**config.mk**
```make
export PLATFORM = sky130hd
export DESIGN_NAME = ctrlUnit
export DESIGN_NICKNAME = d
export VERILOG_FILES = /design/src/hdl/ctrlPkg.sv /design/src/hdl/ctrlUnit.sv /design/src/hdl/controlWordGen.sv /design/src/hdl/stateSequencer.sv /design/src/hdl/instrDecoder.sv
export VERILOG_INCLUDE_DIRS = /design/src /design/src/hdl
export SDC_FILE = /design/constraint.sdc
export NUM_CORES = 1
export LEC_CHECK = 0
export BUFFER_PORTS_ARGS = -buffer_cell sky130_fd_sc_hd__buf_2
export CORE_MARGIN = 2
export CORE_UTILIZATION = 45
export CTS_CLUSTER_SIZE = 25
export DETAILED_ROUTE_END_ITERATION = 10
export PLACE_DENSITY = 0.9
export SLEW_MARGIN = 5
export SYNTH_ARGS = -nofsm -noshare
export SYNTH_HDL_FRONTEND = slang
export SYNTH_SLANG_ARGS = --single-unit
```
**constraint.sdc**
```tcl
create_clock -name clk -period 2.96 [get_ports clk]
set_input_delay 0.592 -clock clk [delete_from_list [all_inputs] [get_ports clk]]
set_output_delay 0.592 -clock clk [all_outputs]
set_load 0.01 [all_outputs]
```
**src/hdl/ctrlUnit_cfg.svh**
```systemverilog
`ifndef CTRL_UNIT_CFG_SVH
`define CTRL_UNIT_CFG_SVH

// Instruction word and field widths
`define CTRL_INSTR_WIDTH     32
`define CTRL_OPCODE_WIDTH    6
`define CTRL_FUNCT_WIDTH     6
`define CTRL_REG_ADDR_WIDTH  5

// Opcode shared by every R-type instruction
`define CTRL_OPC_RTYPE       6'b000000

// R-type function codes
`define CTRL_FUNCT_ADD       6'b100000
`define CTRL_FUNCT_SUB       6'b100010
`define CTRL_FUNCT_AND       6'b100100
`define CTRL_FUNCT_SLL       6'b000000
`define CTRL_FUNCT_SRA       6'b000011
`define CTRL_FUNCT_SRL       6'b000010
`define CTRL_FUNCT_SLLV      6'b000100
`define CTRL_FUNCT_SRAV      6'b000111
`define CTRL_FUNCT_SLT       6'b101010
`define CTRL_FUNCT_RTE       6'b010011

// Stack pointer register, loaded once after reset
`define CTRL_STACK_REG       5'd30

`endif
```
**src/hdl/ctrlPkg.sv**
```systemverilog
`default_nettype none

package ctrlPkg;

    // Sequencer states
    // ALU execute states carry an Exec suffix, the plain names belong to aluOp_e
    typedef enum logic [4:0] {
        initStack,
        fetch1,
        fetch2,
        decode1,
        decode2,
        addExec,
        subExec,
        andExec,
        closeArith,
        shiftLoadShamt,
        shiftLoadReg,
        shiftSll,
        shiftSra,
        shiftSrl,
        shiftSllv,
        shiftSrav,
        shiftEnd,
        setLess,
        returnExc,
        closeWrite
    } ctrlState_e;

    typedef enum logic [3:0] {
        opAdd, opSub, opAnd,
        opSll, opSra, opSrl,
        opSllv, opSrav,
        opSlt, opRte,
        opUnknown
    } opClass_e;

    typedef enum logic [2:0] {
        aluPass    = 3'b000,
        aluAdd     = 3'b001,
        aluSub     = 3'b010,
        aluAnd     = 3'b011,
        aluCompare = 3'b111
    } aluOp_e;

    typedef enum logic [2:0] {
        shiftNone       = 3'b000,
        shiftLoad       = 3'b001,
        shiftLeft       = 3'b010,
        shiftRightLogic = 3'b011,
        shiftRightArith = 3'b100
    } shiftOp_e;

    // Write-back source into the register file
    typedef enum logic [3:0] {
        wbMemData   = 4'd0,
        wbAluOut    = 4'd5,
        wbShifter   = 4'd6,
        wbLessThan  = 4'd7,
        wbStackInit = 4'd8
    } memToReg_e;

    typedef enum logic [1:0] {
        regRt    = 2'b00,
        regRd    = 2'b01,
        regStack = 2'b10
    } writeRegSel_e;

    typedef enum logic [1:0] {
        pcAluOut    = 2'b00,
        pcEpc       = 2'b01,
        pcAluResult = 2'b10
    } pcSource_e;

    typedef enum logic [1:0] {
        srcBRegB         = 2'b00,
        srcBFour         = 2'b01,
        srcBBranchOffset = 2'b10
    } aluSrcB_e;

endpackage

`default_nettype wire

```
**src/hdl/ctrlUnit.sv**
```systemverilog
`default_nettype none

`include "ctrlUnit_cfg.svh"

module ctrlUnit (
    input  logic                         clk,
    input  logic                         reset,
    input  logic [`CTRL_INSTR_WIDTH-1:0] instr,
    output logic                         pcWrite,
    output logic                         irWrite,
    output logic                         abWrite,
    output logic                         regWrite,
    output logic                         aluOutWrite,
    output logic                         shiftSrc,
    output logic                         aluSrcA,
    output ctrlPkg::aluOp_e              aluControl,
    output ctrlPkg::shiftOp_e            shiftControl,
    output logic [1:0]                   shiftAmtSel,
    output ctrlPkg::memToReg_e           memToReg,
    output ctrlPkg::writeRegSel_e        writeRegSel,
    output ctrlPkg::pcSource_e           pcSource,
    output ctrlPkg::aluSrcB_e            aluSrcB
);
    import ctrlPkg::*;

    opClass_e   opClass;
    ctrlState_e state;

    instrDecoder decoder (
        .instr   (instr),
        .opClass (opClass)
    );

    stateSequencer sequencer (
        .clk     (clk),
        .reset   (reset),
        .opClass (opClass),
        .state   (state)
    );

    controlWordGen controlWords (
        .state        (state),
        .pcWrite      (pcWrite),
        .irWrite      (irWrite),
        .abWrite      (abWrite),
        .regWrite     (regWrite),
        .aluOutWrite  (aluOutWrite),
        .shiftSrc     (shiftSrc),
        .aluSrcA      (aluSrcA),
        .aluControl   (aluControl),
        .shiftControl (shiftControl),
        .shiftAmtSel  (shiftAmtSel),
        .memToReg     (memToReg),
        .writeRegSel  (writeRegSel),
        .pcSource     (pcSource),
        .aluSrcB      (aluSrcB)
    );

endmodule

`default_nettype wire

```
**src/hdl/controlWordGen.sv**
```systemverilog
`default_nettype none

module controlWordGen (
    input  ctrlPkg::ctrlState_e   state,
    output logic                  pcWrite,
    output logic                  irWrite,
    output logic                  abWrite,
    output logic                  regWrite,
    output logic                  aluOutWrite,
    output logic                  shiftSrc,
    output logic                  aluSrcA,
    output ctrlPkg::aluOp_e       aluControl,
    output ctrlPkg::shiftOp_e     shiftControl,
    output logic [1:0]            shiftAmtSel,
    output ctrlPkg::memToReg_e    memToReg,
    output ctrlPkg::writeRegSel_e writeRegSel,
    output ctrlPkg::pcSource_e    pcSource,
    output ctrlPkg::aluSrcB_e     aluSrcB
);
    import ctrlPkg::*;

    // Shift amount taken from register B or from the shamt field
    localparam logic [1:0] shamtFromReg   = 2'b00;
    localparam logic [1:0] shamtFromInstr = 2'b01;

    always_comb begin
        // Everything idle unless the state says otherwise
        pcWrite      = 1'b0;
        irWrite      = 1'b0;
        abWrite      = 1'b0;
        regWrite     = 1'b0;
        aluOutWrite  = 1'b0;
        shiftSrc     = 1'b0;
        aluSrcA      = 1'b0;
        aluControl   = aluPass;
        shiftControl = shiftNone;
        shiftAmtSel  = shamtFromReg;
        memToReg     = wbMemData;
        writeRegSel  = regRt;
        pcSource     = pcAluOut;
        aluSrcB      = srcBRegB;

        case (state)
            initStack: begin
                regWrite    = 1'b1;
                writeRegSel = regStack;
                memToReg    = wbStackInit;
            end
            fetch1: begin
                aluSrcB    = srcBFour;
                aluControl = aluAdd;
            end
            // PC + 4 goes straight back into the PC
            fetch2: begin
                aluSrcB    = srcBFour;
                aluControl = aluAdd;
                pcWrite    = 1'b1;
                irWrite    = 1'b1;
                pcSource   = pcAluResult;
            end
            decode1: begin
                abWrite     = 1'b1;
                aluSrcB     = srcBBranchOffset;
                aluControl  = aluAdd;
                aluOutWrite = 1'b1;
            end
            decode2: begin
                abWrite    = 1'b1;
                aluSrcB    = srcBBranchOffset;
                aluControl = aluAdd;
            end
            addExec,
            subExec,
            andExec: begin
                aluSrcA     = 1'b1;
                aluOutWrite = 1'b1;
                case (state)
                    subExec: aluControl = aluSub;
                    andExec: aluControl = aluAnd;
                    default: aluControl = aluAdd;
                endcase
            end
            closeArith: begin
                regWrite    = 1'b1;
                writeRegSel = regRd;
                memToReg    = wbAluOut;
            end
            shiftLoadShamt: begin
                shiftControl = shiftLoad;
                shiftSrc     = 1'b1;
                shiftAmtSel  = shamtFromInstr;
            end
            shiftLoadReg: begin
                shiftControl = shiftLoad;
            end
            shiftSll,
            shiftSllv: begin
                shiftControl = shiftLeft;
            end
            shiftSrl: begin
                shiftControl = shiftRightLogic;
            end
            shiftSra,
            shiftSrav: begin
                shiftControl = shiftRightArith;
            end
            shiftEnd: begin
                regWrite    = 1'b1;
                writeRegSel = regRd;
                memToReg    = wbShifter;
            end
            // Compare and write back in the same cycle
            setLess: begin
                aluSrcA     = 1'b1;
                aluControl  = aluCompare;
                regWrite    = 1'b1;
                writeRegSel = regRd;
                memToReg    = wbLessThan;
            end
            returnExc: begin
                pcWrite  = 1'b1;
                pcSource = pcEpc;
            end
            default: begin
            end
        endcase
    end

endmodule

`default_nettype wire

```
**src/hdl/stateSequencer.sv**
```systemverilog
`default_nettype none

module stateSequencer (
    input  logic                clk,
    input  logic                reset,
    input  ctrlPkg::opClass_e   opClass,
    output ctrlPkg::ctrlState_e state
);
    import ctrlPkg::*;

    ctrlState_e nextState;
    logic       started;

    // Parked in closeWrite during reset, so every control line stays idle.
    // The first clock out of reset enters initStack.
    always_ff @(posedge clk) begin
        if (reset) begin
            state   <= closeWrite;
            started <= 1'b0;
        end else begin
            state   <= nextState;
            started <= 1'b1;
        end
    end

    always_comb begin
        case (state)
            initStack:  nextState = fetch1;
            fetch1:     nextState = fetch2;
            fetch2:     nextState = decode1;
            decode1:    nextState = decode2;

            // Instruction register is stable here
            decode2: begin
                case (opClass)
                    opAdd:   nextState = addExec;
                    opSub:   nextState = subExec;
                    opAnd:   nextState = andExec;
                    opSll,
                    opSra,
                    opSrl:   nextState = shiftLoadShamt;
                    opSllv,
                    opSrav:  nextState = shiftLoadReg;
                    opSlt:   nextState = setLess;
                    opRte:   nextState = returnExc;
                    default: nextState = closeWrite;
                endcase
            end

            addExec,
            subExec,
            andExec:    nextState = closeArith;
            closeArith: nextState = closeWrite;

            shiftLoadShamt: begin
                case (opClass)
                    opSll:   nextState = shiftSll;
                    opSra:   nextState = shiftSra;
                    opSrl:   nextState = shiftSrl;
                    default: nextState = closeWrite;
                endcase
            end

            shiftLoadReg: begin
                case (opClass)
                    opSllv:  nextState = shiftSllv;
                    opSrav:  nextState = shiftSrav;
                    default: nextState = closeWrite;
                endcase
            end

            shiftSll,
            shiftSra,
            shiftSrl,
            shiftSllv,
            shiftSrav:  nextState = shiftEnd;
            shiftEnd:   nextState = closeWrite;

            setLess,
            returnExc:  nextState = closeWrite;

            // Leaving reset goes through the stack init first
            closeWrite: nextState = started ? fetch1 : initStack;
            default:    nextState = closeWrite;
        endcase
    end

endmodule

`default_nettype wire

```
**src/hdl/instrDecoder.sv**
```systemverilog
`default_nettype none

`include "ctrlUnit_cfg.svh"

module instrDecoder (
    input  logic [`CTRL_INSTR_WIDTH-1:0] instr,
    output ctrlPkg::opClass_e            opClass
);
    import ctrlPkg::*;

    logic [`CTRL_OPCODE_WIDTH-1:0] opcode;
    logic [`CTRL_FUNCT_WIDTH-1:0]  funct;

    // Opcode sits in the top bits, function in the bottom bits
    assign opcode = instr[`CTRL_INSTR_WIDTH-1 -: `CTRL_OPCODE_WIDTH];
    assign funct  = instr[`CTRL_FUNCT_WIDTH-1:0];

    always_comb begin
        opClass = opUnknown;
        if (opcode == `CTRL_OPC_RTYPE) begin
            case (funct)
                `CTRL_FUNCT_ADD: begin
                    opClass = opAdd;
                end
                `CTRL_FUNCT_SUB: begin
                    opClass = opSub;
                end
                `CTRL_FUNCT_AND: begin
                    opClass = opAnd;
                end
                `CTRL_FUNCT_SLL: begin
                    opClass = opSll;
                end
                `CTRL_FUNCT_SRA: begin
                    opClass = opSra;
                end
                `CTRL_FUNCT_SRL: begin
                    opClass = opSrl;
                end
                `CTRL_FUNCT_SLLV: begin
                    opClass = opSllv;
                end
                `CTRL_FUNCT_SRAV: begin
                    opClass = opSrav;
                end
                `CTRL_FUNCT_SLT: begin
                    opClass = opSlt;
                end
                `CTRL_FUNCT_RTE: begin
                    opClass = opRte;
                end
                default: begin
                    opClass = opUnknown;
                end
            endcase
        end
    end

endmodule

`default_nettype wire

```
# [After elaboration in Yosys (flattened, before gate mapping)]
# Memory sizes are Yosys's and may differ from the RTL's.
# Cells that the tools add are included.
# W data, S select, Z words.
[totals] elab_cells=74 input_bits=34 memories=1 rom_bits=80 regBits=6
[memory_table] memory="(no name shown)" words=16 word_bits=5 read_ports=1 rd_clocked_by_memory_dff=0 write_ports=0 line="stateSequencer.sv:35" source="case (opClass)"
[classes] n_reduce_logical=16 n_mux=22 eq_ne=33
[op_table] cell="$pmux W5 S10" n=1
[op_table] cell="$eq A5 B4 Y1 const B" n=8
[op_table] cell="$pmux W4 S10" n=1
[op_table] cell="$eq A6 B6 Y1 const B" n=4
[op_table] cell="$eq A5 B3 Y1 const B" n=4
[op_table] cell="$eq A5 B5 Y1 const B" n=4
[op_table] cell="$eq A4 B3 Y1 const B" n=4
[op_table] cell="$pmux W2 S2" n=4
[op_table] cell="$pmux W4 S4" n=1
[op_table] cell="$reduce_or A4 Y1" n=4
[op_table] cell="$pmux W5 S3" n=1
[op_table] cell="$eq A6 B2 Y1 const B" n=2
[op_table] cell="$eq A6 B3 Y1 const B" n=2
[op_table] cell="$logic_not A6 Y1" n=2
[op_table] cell="$pmux W3 S4" n=1
[op_table] cell="$reduce_or A2 Y1" n=6
[op_table] cell="$eq A5 B2 Y1 const B" n=2
[op_table] cell="$mux W1" n=10
[op_table] cell="$pmux W5 S2" n=1
[op_table] cell="$pmux W3 S3" n=1
[op_table] cell="$eq A6 B5 Y1 const B" n=1
[op_table] cell="$reduce_or A3 Y1" n=2
[op_table] cell="$eq A5 B1 Y1 const B" n=1
[op_table] cell="$logic_not A5 Y1" n=1
[op_table] cell="other kinds (3)" n=3

# [Longest topological paths before layout]
# Gate-level depths: netlist of run 1.
[depth] depth_word=6 mapped_depth=11

# [Modules after synthesis]
# A second synthesis of run 1 with hierarchy kept.
[unflattened] cells_unflattened=153 hier_area_um2=1047.3
[modules_own_cells] mod="stateSequencer" cells_per_inst=72 n_inst=1 area_per_inst_um2=570.5
[modules_own_cells] mod="controlWordGen" cells_per_inst=58 n_inst=1 area_per_inst_um2=327.8
[modules_own_cells] mod="instrDecoder" cells_per_inst=23 n_inst=1 area_per_inst_um2=148.9

# [Worst setup path after synthesis of run 1]
# No wires, ideal clock.
[synth_path] kind="input-to-reg" start="in instr[4]" end="reg sequencer.state[3]" cell_stages=9 slack_ns=0.304 t_arrival_ns=2.536 path_cell_list="buf_2 nor4b_1 nand2_1 a21oi_1 nand2_1 ha_1 o311ai_0 a21boi_0 o31a_1"
[synth_via] elab_chain_cells=6 elab_cells_between_ends=21
[synth_lines] item="from (decl)" line="ctrlUnit.sv:8" source="input logic [`CTRL_INSTR_WIDTH-1:0] instr,"
[synth_lines] item="$eq A6 B5 Y1, or another cell as far along" line="instrDecoder.sv:21" source="case (funct)"
[synth_lines] item="$pmux W4 S10 *" line="instrDecoder.sv:21"
[synth_lines] item="$mux W4 *" line="instrDecoder.sv:20" source="if (opcode == `CTRL_OPC_RTYPE) begin"
[synth_lines] item="parallel branches: the longest is 2 deep, another holds $mem_v2 Z16 W5"
[synth_lines] item="$pmux W5 S10 *" line="stateSequencer.sv:27" source="case (state)"
[synth_lines] item="to (signal assigned)" line="stateSequencer.sv:18" source="state <= closeWrite;"
[synth_lines] item="to (signal assigned)" line="stateSequencer.sv:21" source="state <= nextState;"
[synth_lines] item="to (decl)" line="stateSequencer.sv:7" source="output ctrlPkg::ctrlState_e state"
# Mark *: on every way between the ends.
# A chain may end at the register's enable or synchronous reset.

# [Worst setup path after layout of run 1]
[layout_path] start="in instr[5]" end="reg sequencer.state[4]"
# The elaborated chain is that of the path after synthesis.

==> key figures, run 1 <==
Timing
  • Fmax achieved: 0.3805 GHz
  • Slew headroom: 61.15%
  • Final cycle utilization of the critical path: 88.79%
  • RSZ-0062 raised after global routing: no
  • Max Slew Vio Count: 0
  • Worst Max-Slew Pin Slew: 582.0 ps
  • Crit path time final: 2628 ps
  • Final-report hold violation count: 0
  • Setup violators final: 0
  • Fin Clk Skew: 2.221 ps
  • Setup_tns: 0 ps
  • Worst hold slack: 516.7 ps

Setup path
  • Buf/Inv on CP: 1
  • Reg-to-reg endpoint: sequencer.state[4]$_SDFF_PP1_
  • CP Class: in2reg
  • R2R cell count: 5
  • Crit-path max cell delay: 410 ps
  • WP data arrival: 2760 ps
  • Worst reg-to-reg setup slack: 1020 ps
  • Startpoint types: primary input
  • R2R Path Start: sequencer.state[4]$_SDFF_PP1_
  • Cell breakdown of the critical path: buf_2 -> and3b_1 -> a211oi_1 -> nor2_1 -> nand2_1 -> ha_1 -> mux2_2 -> a22oi_1 -> o21ai_0 -> o21ai_0 -> or4_1
  • Worst setup EP type: register
  • CP required: 3090 ps
  • Worst-path maximum fanout: 10
  • CP top delay family: simple AND/OR/NAND/NOR gates
  • Crit path top cell by count: o21ai_0
  • Slowest cell on crit path: a211oi_1

Yosys
  • Largest area contributor in the netlist: dfxtp_1
  • Post-synthesis instance area: about 1100 sq um
  • Adder-cell share of the synthesized area: 3.326%
  • Yosys warns: 0
  • Post-synth cell types: 55
  • Cells after Synth: 171
  • Register area share after synthesis: 10.64%
  • Synth Area in Compound Gates: 30.04%
  • Post-synthesis mux area share: 1.885%
  • Simple-gate portion of the synthesized area: between 40 and 50%
  • XOR/XNOR share of the synthesized area: 2.328%
  • Synth top area share: a little over a tenth
  • Main combinational cell family by area after synthesis: simple AND/OR/NAND/NOR gates
  • Syn_area_per_cell: 6.600 sq um
  • Synth top cells by count: nor2_1 (23), nand2_1 (16), a21oi_1 (10), o21ai_0 (10), nor3_1 (8)
  • Top FF cell, synth: dfxtp_1
  • Syn Nets: between 200 and 250
  • Top cells by area, synth: dfxtp_1 (11%), nor2_1 (7.6%), nand2_1 (5.3%)
  • Asr flop ratio synth: 0%
  • EDFF count, synth: 0
  • Flops & latches, synth: 6
  • Top-count cell post-synth: nor2_1

Final layout
  • Fraction of layout cells with a size suffix above 1: ~26%
  • Finished Cell Area: 1313 sq um
  • Inserted Diodes: 0
  • NumNets Final: 237
  • Fin util: 53.96%
  • Area growth syn-to-layout: 16.30%

Place
  • Hpwl dp: 2204 um
  • Port bufs: 37
  • Post-place instance area: around 1300 sq um
  • GP Congestion: 0.8805

Clock tree
  • Clock slew seen by the registers of the worst setup and hold paths: 40 ps
  • CTS tree: done
  • Total CTS buffers: 3
  • Root buf cell: clkbuf_4
  • Number of buffers added for setup after CTS: 0
  • Post-CTS Hold Fix Bufs: 0
  • Longest Clk Path Bufs: 2
  • Clk Latency, worst-skew pair: 250 ps
  • Number of H-tree levels: 1
  • Clk sink count: 6

Die
  • Initial core utilization: 46.40%
  • Num rows: 18
  • Die ar.: between 2000 and 3000 sq um
  • CORE AREA: ~2400 sq um
  • Die width: 54.08 um
  • Die Height: about 54 um
  • I/O pin total: between 50 and 60

Route
  • DRC violations left: 0
  • Routed Antenna Nets: 0
  • Drt pass-1 iters: 4
  • Drt wl/cell: 12.35 um
  • Initial DRC Count: 33
  • Final WL: 2815 um
  • Via density: 5.776
  • Detailed-route via count: 1317

GRT
  • Remaining Overflow, GRT: 0
  • First-pass GRT wire length: approximately 4400 um
  • Number of global-route vias before repair: 1068
  • Initial antenna violation count: 0
  • Largest net degree at the start of global routing: 20
  • Total track usage: 19.84%

Power
  • Power per Cell Area: 616.3 nW/um^2
  • P_leak: 0.6613 nW
  • Maximum VDD drop: 450.3 uV

Hold path
  • Hold path cells: 2
  • Hold Path Origin: reset
  • Hold crit path type: in2reg
  • Hold endpoint: sequencer.started$_DFF_P_

Outcome
  • Run status: complete, no violations

Job
  • Max_cap viols: 0
layout by cell type, fill, tap and decap left out, types with 3 or more instances in the layout:
cell type and instances:
a21oi_1 10, and2_1 3, and3_1 4, and3b_1 3
buf_2 37, buf_4 3, clkbuf_4 3, dfxtp_1 6
ha_1 3, inv_1 7, nand2_1 16, nand2b_1 5
nand3_1 5, nor2_1 23, nor2b_1 3, nor3_1 8
o21a_1 3, o21ai_0 10
flip-flops by register name, summed over array words and instances, names as in the netlist:
name / cells
sequencer.started: 1
sequencer.state: 5
how the worst max path moves through the flow:
stage / startpoint / to / slack [ps] / cells after the start
global route: instr[5] / sequencer.state[4]$_SDFF_PP1_ / 60 / 11
CTS: instr[2] / sequencer.state[3]$_SDFF_PP0_ / 300 / 9
floorplan: instr[4] / sequencer.state[3]$_SDFF_PP0_ / 300 / 9
detailed placement: instr[2] / sequencer.state[3]$_SDFF_PP0_ / 20 / 9
global placement: instr[5] / sequencer.state[4]$_SDFF_PP1_ / 160 / 11
finish: instr[5] / sequencer.state[4]$_SDFF_PP1_ / 330 / 11
per-stage QoR:
step,total power (W),cells,worst slack (ps)
2_1_floorplan,0.0005706,171,304.2
3_3_place_gp,0.0007140,225,157.6
3_5_place_dp,0.0007285,225,22.20
4_1_cts,0.0008084,228,298.8
5_1_grt,0.0008954,228,58.60
6_report,0.0008089,228,331.9
report_power, final:
| group | total, W | switching, W | internal [W] |
|---|---|---|---|
| combinational | 0.000535 | 0.000285 | 0.000250 |
| clock | 0.0000780 | 0.0000320 | 0.0000460 |
| sequential | 0.000196 | 0.0000900 | 0.000106 |
| total | 0.000809 | 0.000407 | 0.000402 |
cell families (layout without fill, tap and decap cells):
logic type / count (synthesis) / count (layout)
fa+ha+maj: 3 / 3
buf+inv: 23 / 50
flops: 6 / 6
mux: 2 / 2
other cells: 1 / 1
simple gates: 87 / 87
xor+xnor: 3 / 3
compound gates: 46 / 46
layout make-up:
cell class,count,area (sq um)
fill,251,1120
multi-input combinational,142,898.4
timing repair buffer,40,207.7
sequential,6,120.1
tap,30,37.54
inverter,7,26.28
clock buffer,3,22.52
metal layers:
metal | part of all wire, % | GRT usage (%) | up-vias
met5 | 0 | 0 | -
met4 | 1.5 | 7.917 | 0
met3 | 6.3 | 2.222 | 4
met2 | 48 | 35.98 | 52
met1 | 44 | 23.51 | 594
li1 | - | - | 667
what timing repair did:
item | in CTS | in global routing
gates resized for setup | 0 | 1
endpoints found under the setup margin | 0 | 1
hold endpoints to repair | 0 | 0
Power figures use the tool's default switching activity.
==> inputs of run 2 (changes only) <==
--- a/config.mk
+++ b/config.mk
@@ -11,7 +11,7 @@
 export CORE_UTILIZATION = 45
 export CTS_CLUSTER_SIZE = 25
 export DETAILED_ROUTE_END_ITERATION = 10
-export PLACE_DENSITY = 0.9
+export PLACE_DENSITY = 0.8
 export SLEW_MARGIN = 5
 export SYNTH_ARGS = -nofsm -noshare
 export SYNTH_HDL_FRONTEND = slang
==> run 2 against run 1 <==
  * Maximum frequency is 5.0% lower
  * Sequential power is 2% higher
  * Utilization is 0.26 points lower
  * Final area is 0.48% lower
  * Hold slack better by 16 ps
  * Largest cell class unchanged
==> key figures, run 2 (synthesized netlist as in run 1, its figures left out) <==
Place
  • Hpwl dp: 2074 um
  • Place WS: a little over 100 ps
  • Post-place instance area: 1284 sq um
  • Port bufs: 37
  • GP Congestion: about 0.9

Job
  • Max_cap viols: 0

Clock tree
  • Total CTS buffers: 3
  • Post-CTS Hold Fix Bufs: 0
  • Number of H-tree levels: 1
  • Clk Latency, worst-skew pair: 250 ps
  • Longest Clk Path Bufs: 2
  • Clock slew seen by the registers of the worst setup and hold paths: 50 ps
  • Clk sink count: 6
  • CTS tree: done
  • Number of buffers added for setup after CTS: 0
  • Post-CTS Resized: 0
  • Root buf cell: clkbuf_4

Timing
  • Max Slew Vio Count: 0
  • Crit path time final: about 2800 ps
  • Final cycle utilization of the critical path: 93.46%
  • Setup violators final: 0
  • Setup_tns: 0 ps
  • Slew headroom: 61.87%
  • RSZ-0062 raised after global routing: no
  • Fin Clk Skew: 6.946 ps
  • Fmax achieved: between 0.3 and 0.4 GHz
  • Final worst setup slack: slightly below 200 ps
  • Worst Max-Slew Pin Slew: 571.1 ps
  • Final-report hold violation count: 0

Final layout
  • Commonest non-fill, non-tap cell in the layout: buf_2
  • Commonest cells after routing, fill and taps aside: buf_2 (37), nor2_1 (23), nand2_1 (16)
  • Area of the multi-input gates: around 890 sq um
  • NumNets Final: 237
  • Fraction of layout cells with a size suffix above 1: 25.25%
  • Biggest regs: sequencer.state: 5 flops, sequencer.started: 1 flops
  • FF+latch area: 120.1 sq um
  • Max FFs per register: 5
  • Fin util: 53.70%
  • Area growth syn-to-layout: 15.74%
  • Largest Register: sequencer.state
  • Finished Cell Area: 1306 sq um
  • Inserted Diodes: 0
  • Fillers: approximately 270

Route
  • Drt wl/cell: approximately 12 um
  • DRC violations left: 0
  • Final WL: between 2000 and 3000 um
  • Via density: 5.728
  • Initial DRC Count: 50
  • Routed Antenna Nets: 0
  • Detailed-route via count: about 1300
  • Drt pass-1 iters: 4

Setup path
  • WP data arrival: 2900 ps
  • Worst setup EP type: register
  • CP required: 3090 ps
  • Startpoint types: primary input
  • Worst-path maximum fanout: 14
  • Reg-to-reg endpoint: sequencer.state[0]$_SDFF_PP1_
  • Worst reg-to-reg setup slack: 980 ps
  • R2R cell count: 6
  • R2R Path Start: sequencer.state[4]$_SDFF_PP1_
  • CP Class: in2reg

Power
  • P_leak: approximately 0.66 nW
  • Maximum VDD drop: roughly 450 uV
  • Power per Cell Area: 614.9 nW/um^2
  • Total power: 0.0008032 W

GRT
  • Remaining Overflow, GRT: 0
  • Total track usage: about 20%
  • Initial antenna violation count: 0
  • First-pass GRT wire length: 4457 um
  • Number of global-route vias before repair: 1046
  • Largest net degree at the start of global routing: 20

Die
  • Num rows: 18
  • Die ar.: 2925 sq um
  • Die Height: around 54 um
  • Die width: 54.08 um
  • CORE AREA: approximately 2400 sq um
  • Initial core utilization: 46.40%
  • I/O pin total: 59

Hold path
  • Hold endpoint: sequencer.started$_DFF_P_
  • Hold Path Origin: reset
  • Hold crit path type: in2reg
  • Hold path cells: 2

Outcome
  • Run status: complete, no violations
-- run 2: changes by cell type in the layout (fill, tap and decap cells not counted) --
cell     previous run  this run
nor4b_1             1         2
nor4b_2             1         0
-- run 2: layout make-up --
type | count | area share (%)
well taps | 30 | 2.874
clock buffers | 3 | 1.724
multi-input cells | 142 | 68.30
flip-flops and latches | 6 | 9.195
repair buffers | 40 | 15.90
inverters | 7 | 2.011
-- run 2: worst max-delay path, cell delays in order --
cell and delay, ps:
buf_2 180, nor4b_1 410, a211oi_1 140, nor2_1 210, nand2_1 110, ha_1 260
o311ai_0 540, a21boi_0 190, o31a_1 270
-- run 2: routing by layer --
metal | global-route usage [%] | wire length, um
met1 | 27.93 | 1248
met2 | 33.54 | 1280
met3 | 0 | 160
met4 | 5.000 | 57
met5 | 0 | 0
-- run 2: how the worst max path moves through the flow --
stage                        start                       endpoint  cells after the start
after floorplan           instr[4]  sequencer.state[3]$_SDFF_PP0_                      9
after global placement    instr[2]  sequencer.state[3]$_SDFF_PP0_                      9
after detailed placement  instr[2]  sequencer.state[3]$_SDFF_PP0_                      9
after CTS                 instr[2]  sequencer.state[3]$_SDFF_PP0_                      9
after global routing      instr[2]  sequencer.state[3]$_SDFF_PP0_                      9
final                     instr[2]  sequencer.state[3]$_SDFF_PP0_                      9
-- run 2: where the power goes --
group          total [W]  switching [W]  internal [W]
Clock          0.0000754      0.0000296     0.0000459
Sequential      0.000200      0.0000934      0.000106
Combinational   0.000528       0.000279      0.000250
Total           0.000803       0.000402      0.000402
-- run 2: metrics by stage --
stage	hold slack [ps]	cells
final	532.6	228
after detailed placement	755.3	225
after global placement	763.6	225
after floorplan	643.8	171
after CTS	534.9	228
after global routing	545.5	228
==> inputs of run 3 (changes only) <==
--- a/config.mk
+++ b/config.mk
@@ -8,10 +8,10 @@
 export LEC_CHECK = 0
 export BUFFER_PORTS_ARGS = -buffer_cell sky130_fd_sc_hd__buf_2
 export CORE_MARGIN = 2
-export CORE_UTILIZATION = 45
+export CORE_UTILIZATION = 49
 export CTS_CLUSTER_SIZE = 25
 export DETAILED_ROUTE_END_ITERATION = 10
-export PLACE_DENSITY = 0.8
+export PLACE_DENSITY = 0.86
 export SLEW_MARGIN = 5
 export SYNTH_ARGS = -nofsm -noshare
 export SYNTH_HDL_FRONTEND = slang
==> constraint.sdc (replaced) <==
create_clock -name clk -period 3.28 [get_ports clk]
set_input_delay 0.656 -clock clk [delete_from_list [all_inputs] [get_ports clk]]
set_output_delay 0.656 -clock clk [all_outputs]
set_load 0.01 [all_outputs]
==> run 3 against run 2 <==
  * Clock-buffer cell count did not move
  * Die area fell by 7.6%
  * Total power fell by 10%
  * Critical path type unchanged
  * Critical endpoint is now sequencer.state[4]$_SDFF_PP1_
  * Largest power group unchanged
==> key figures, run 3 (synthesized netlist as in run 1, its figures left out) <==
Die
  • CORE AREA: 2191 sq um
  • Die ar.: 2703 sq um
  • I/O pin total: 59
  • Die width: 51.99 um
  • Num rows: 17
  • Initial core utilization: approximately half
  • Die Height: 51.99 um

Setup path
  • WP data arrival: 2890 ps
  • R2R cell count: 5
  • CP Class: in2reg
  • Critical path origin: instr[0]
  • Worst-path maximum fanout: 14
  • R2R Path Start: sequencer.state[4]$_SDFF_PP1_
  • Worst setup EP type: register
  • Reg-to-reg endpoint: sequencer.state[4]$_SDFF_PP1_
  • CP Capture Point: sequencer.state[4]$_SDFF_PP1_
  • CP required: 3390 ps
  • Startpoint types: primary input
  • Worst reg-to-reg setup slack: 1310 ps

Route
  • Drt wl/cell: 12.03 um
  • Via density: between 5 and 6
  • Drt pass-1 iters: 4
  • Routed Antenna Nets: 0
  • Final WL: 2695 um
  • Initial DRC Count: 28
  • Detailed-route via count: 1319
  • DRC violations left: 0

GRT
  • Remaining Overflow, GRT: 0
  • Largest net degree at the start of global routing: 20
  • Number of global-route vias before repair: 1116
  • Initial antenna violation count: 0
  • First-pass GRT wire length: roughly 4500 um
  • Total track usage: 20.94%

Clock tree
  • Post-CTS Hold Fix Bufs: 0
  • Number of H-tree levels: 1
  • CTS tree: done
  • Post-CTS Resized: 0
  • Clk sink count: 6
  • Longest Clk Path Bufs: 2
  • Number of buffers added for setup after CTS: 0
  • Root buf cell: clkbuf_4
  • Total CTS buffers: 3
  • Clk Latency, worst-skew pair: between 200 and 250 ps
  • Clock slew seen by the registers of the worst setup and hold paths: approximately 40 ps

Timing
  • Crit path time final: 2784 ps
  • Slew headroom: 61.88%
  • Max Slew Vio Count: 0
  • Fmax achieved: 0.3592 GHz
  • Worst Max-Slew Pin Slew: 571.1 ps
  • Fin Clk Skew: 1.137 ps
  • Final worst setup slack: a little under 500 ps
  • Final-report hold violation count: 0
  • Setup_tns: 0 ps
  • Setup violators final: 0
  • RSZ-0062 raised after global routing: no
  • Final cycle utilization of the critical path: 84.88%

Final layout
  • Fin util: approximately three fifths
  • FF+latch area: 120.1 sq um
  • Area growth syn-to-layout: 14.19%
  • Max FFs per register: 5
  • Finished Layout Cells: about 220
  • NumNets Final: roughly 240
  • Area of the multi-input gates: 892.1 sq um
  • Biggest regs: sequencer.state: 5 flops, sequencer.started: 1 flops
  • Fraction of layout cells with a size suffix above 1: 24.49%
  • Commonest non-fill, non-tap cell in the layout: buf_2
  • Commonest cells after routing, fill and taps aside: buf_2 (37), nor2_1 (23), nand2_1 (16)
  • Fillers: about 240
  • Largest Register: sequencer.state
  • Inserted Diodes: 0

Hold path
  • Hold crit path type: in2reg
  • Hold path cells: 2

Power
  • Maximum VDD drop: ~350 uV
  • P_leak: 0.6503 nW
  • Power per Cell Area: 558.0 nW/um^2

Place
  • Dpl cells: 221
  • GP Congestion: 0.8637
  • Hpwl dp: 2163 um
  • Place WS: ~310 ps
  • Port bufs: 37

Job
  • Max_cap viols: 0

Outcome
  • Run status: complete, no violations
[run 3: changes by cell type in the layout (fill, tap and decap cells not counted)]
cell,before,now
buf_4,3,1
[run 3: worst max-delay path, cell delays in order]
cell	delay, ps
buf_2	180
and3b_1	210
a211oi_1	470
nor2_1	150
nand2_1	110
ha_1	220
mux2_2	170
a22oi_1	50
o21ai_0	160
o21ai_0	110
or4_1	410
[run 3: worst min path at each step]
| stage | start | to | slack [ps] |
|---|---|---|---|
| floorplan | sequencer.state[3]$_SDFF_PP0_ | sequencer.state[4]$_SDFF_PP1_ | 640 |
| global placement | sequencer.started$_DFF_P_ | sequencer.state[0]$_SDFF_PP1_ | 760 |
| detailed placement | sequencer.started$_DFF_P_ | sequencer.state[0]$_SDFF_PP1_ | 760 |
| CTS | reset | sequencer.started$_DFF_P_ | 590 |
| global route | reset | sequencer.started$_DFF_P_ | 590 |
| finish | reset | sequencer.started$_DFF_P_ | 600 |
[run 3: cell type report]
type	instances	share of cell area (%)
clock buffer	3	1.748
sequential	6	9.320
inverter	7	2.039
timing repair buffer	38	14.95
multi-input combinational	142	69.22
tap	28	2.718
[run 3: per-stage QoR]
step	power, W	hold slack (ps)	instance area [sq um]
3_3_place_gp	0.0006480	763.5	1266
2_1_floorplan	0.0005149	643.8	1129
3_5_place_dp	0.0006559	761.2	1266
6_report	0.0007191	598.0	1289
4_1_cts	0.0007241	593.4	1289
5_1_grt	0.0007982	592.4	1289
[run 3: power breakdown]
group	switching [W]	internal, W
Combinational	0.000252	0.000224
Clock	0.0000234	0.0000412
Sequential	0.0000825	0.0000959
Total	0.000358	0.000361
[run 3: layer usage]
layer,GRT usage [%],up-vias,share of wire (%)
li1,-,667,-
met1,25.74,609,43
met2,37.97,43,51
met3,3.448,0,5.7
met4,3.947,0,0
met5,0,-,0
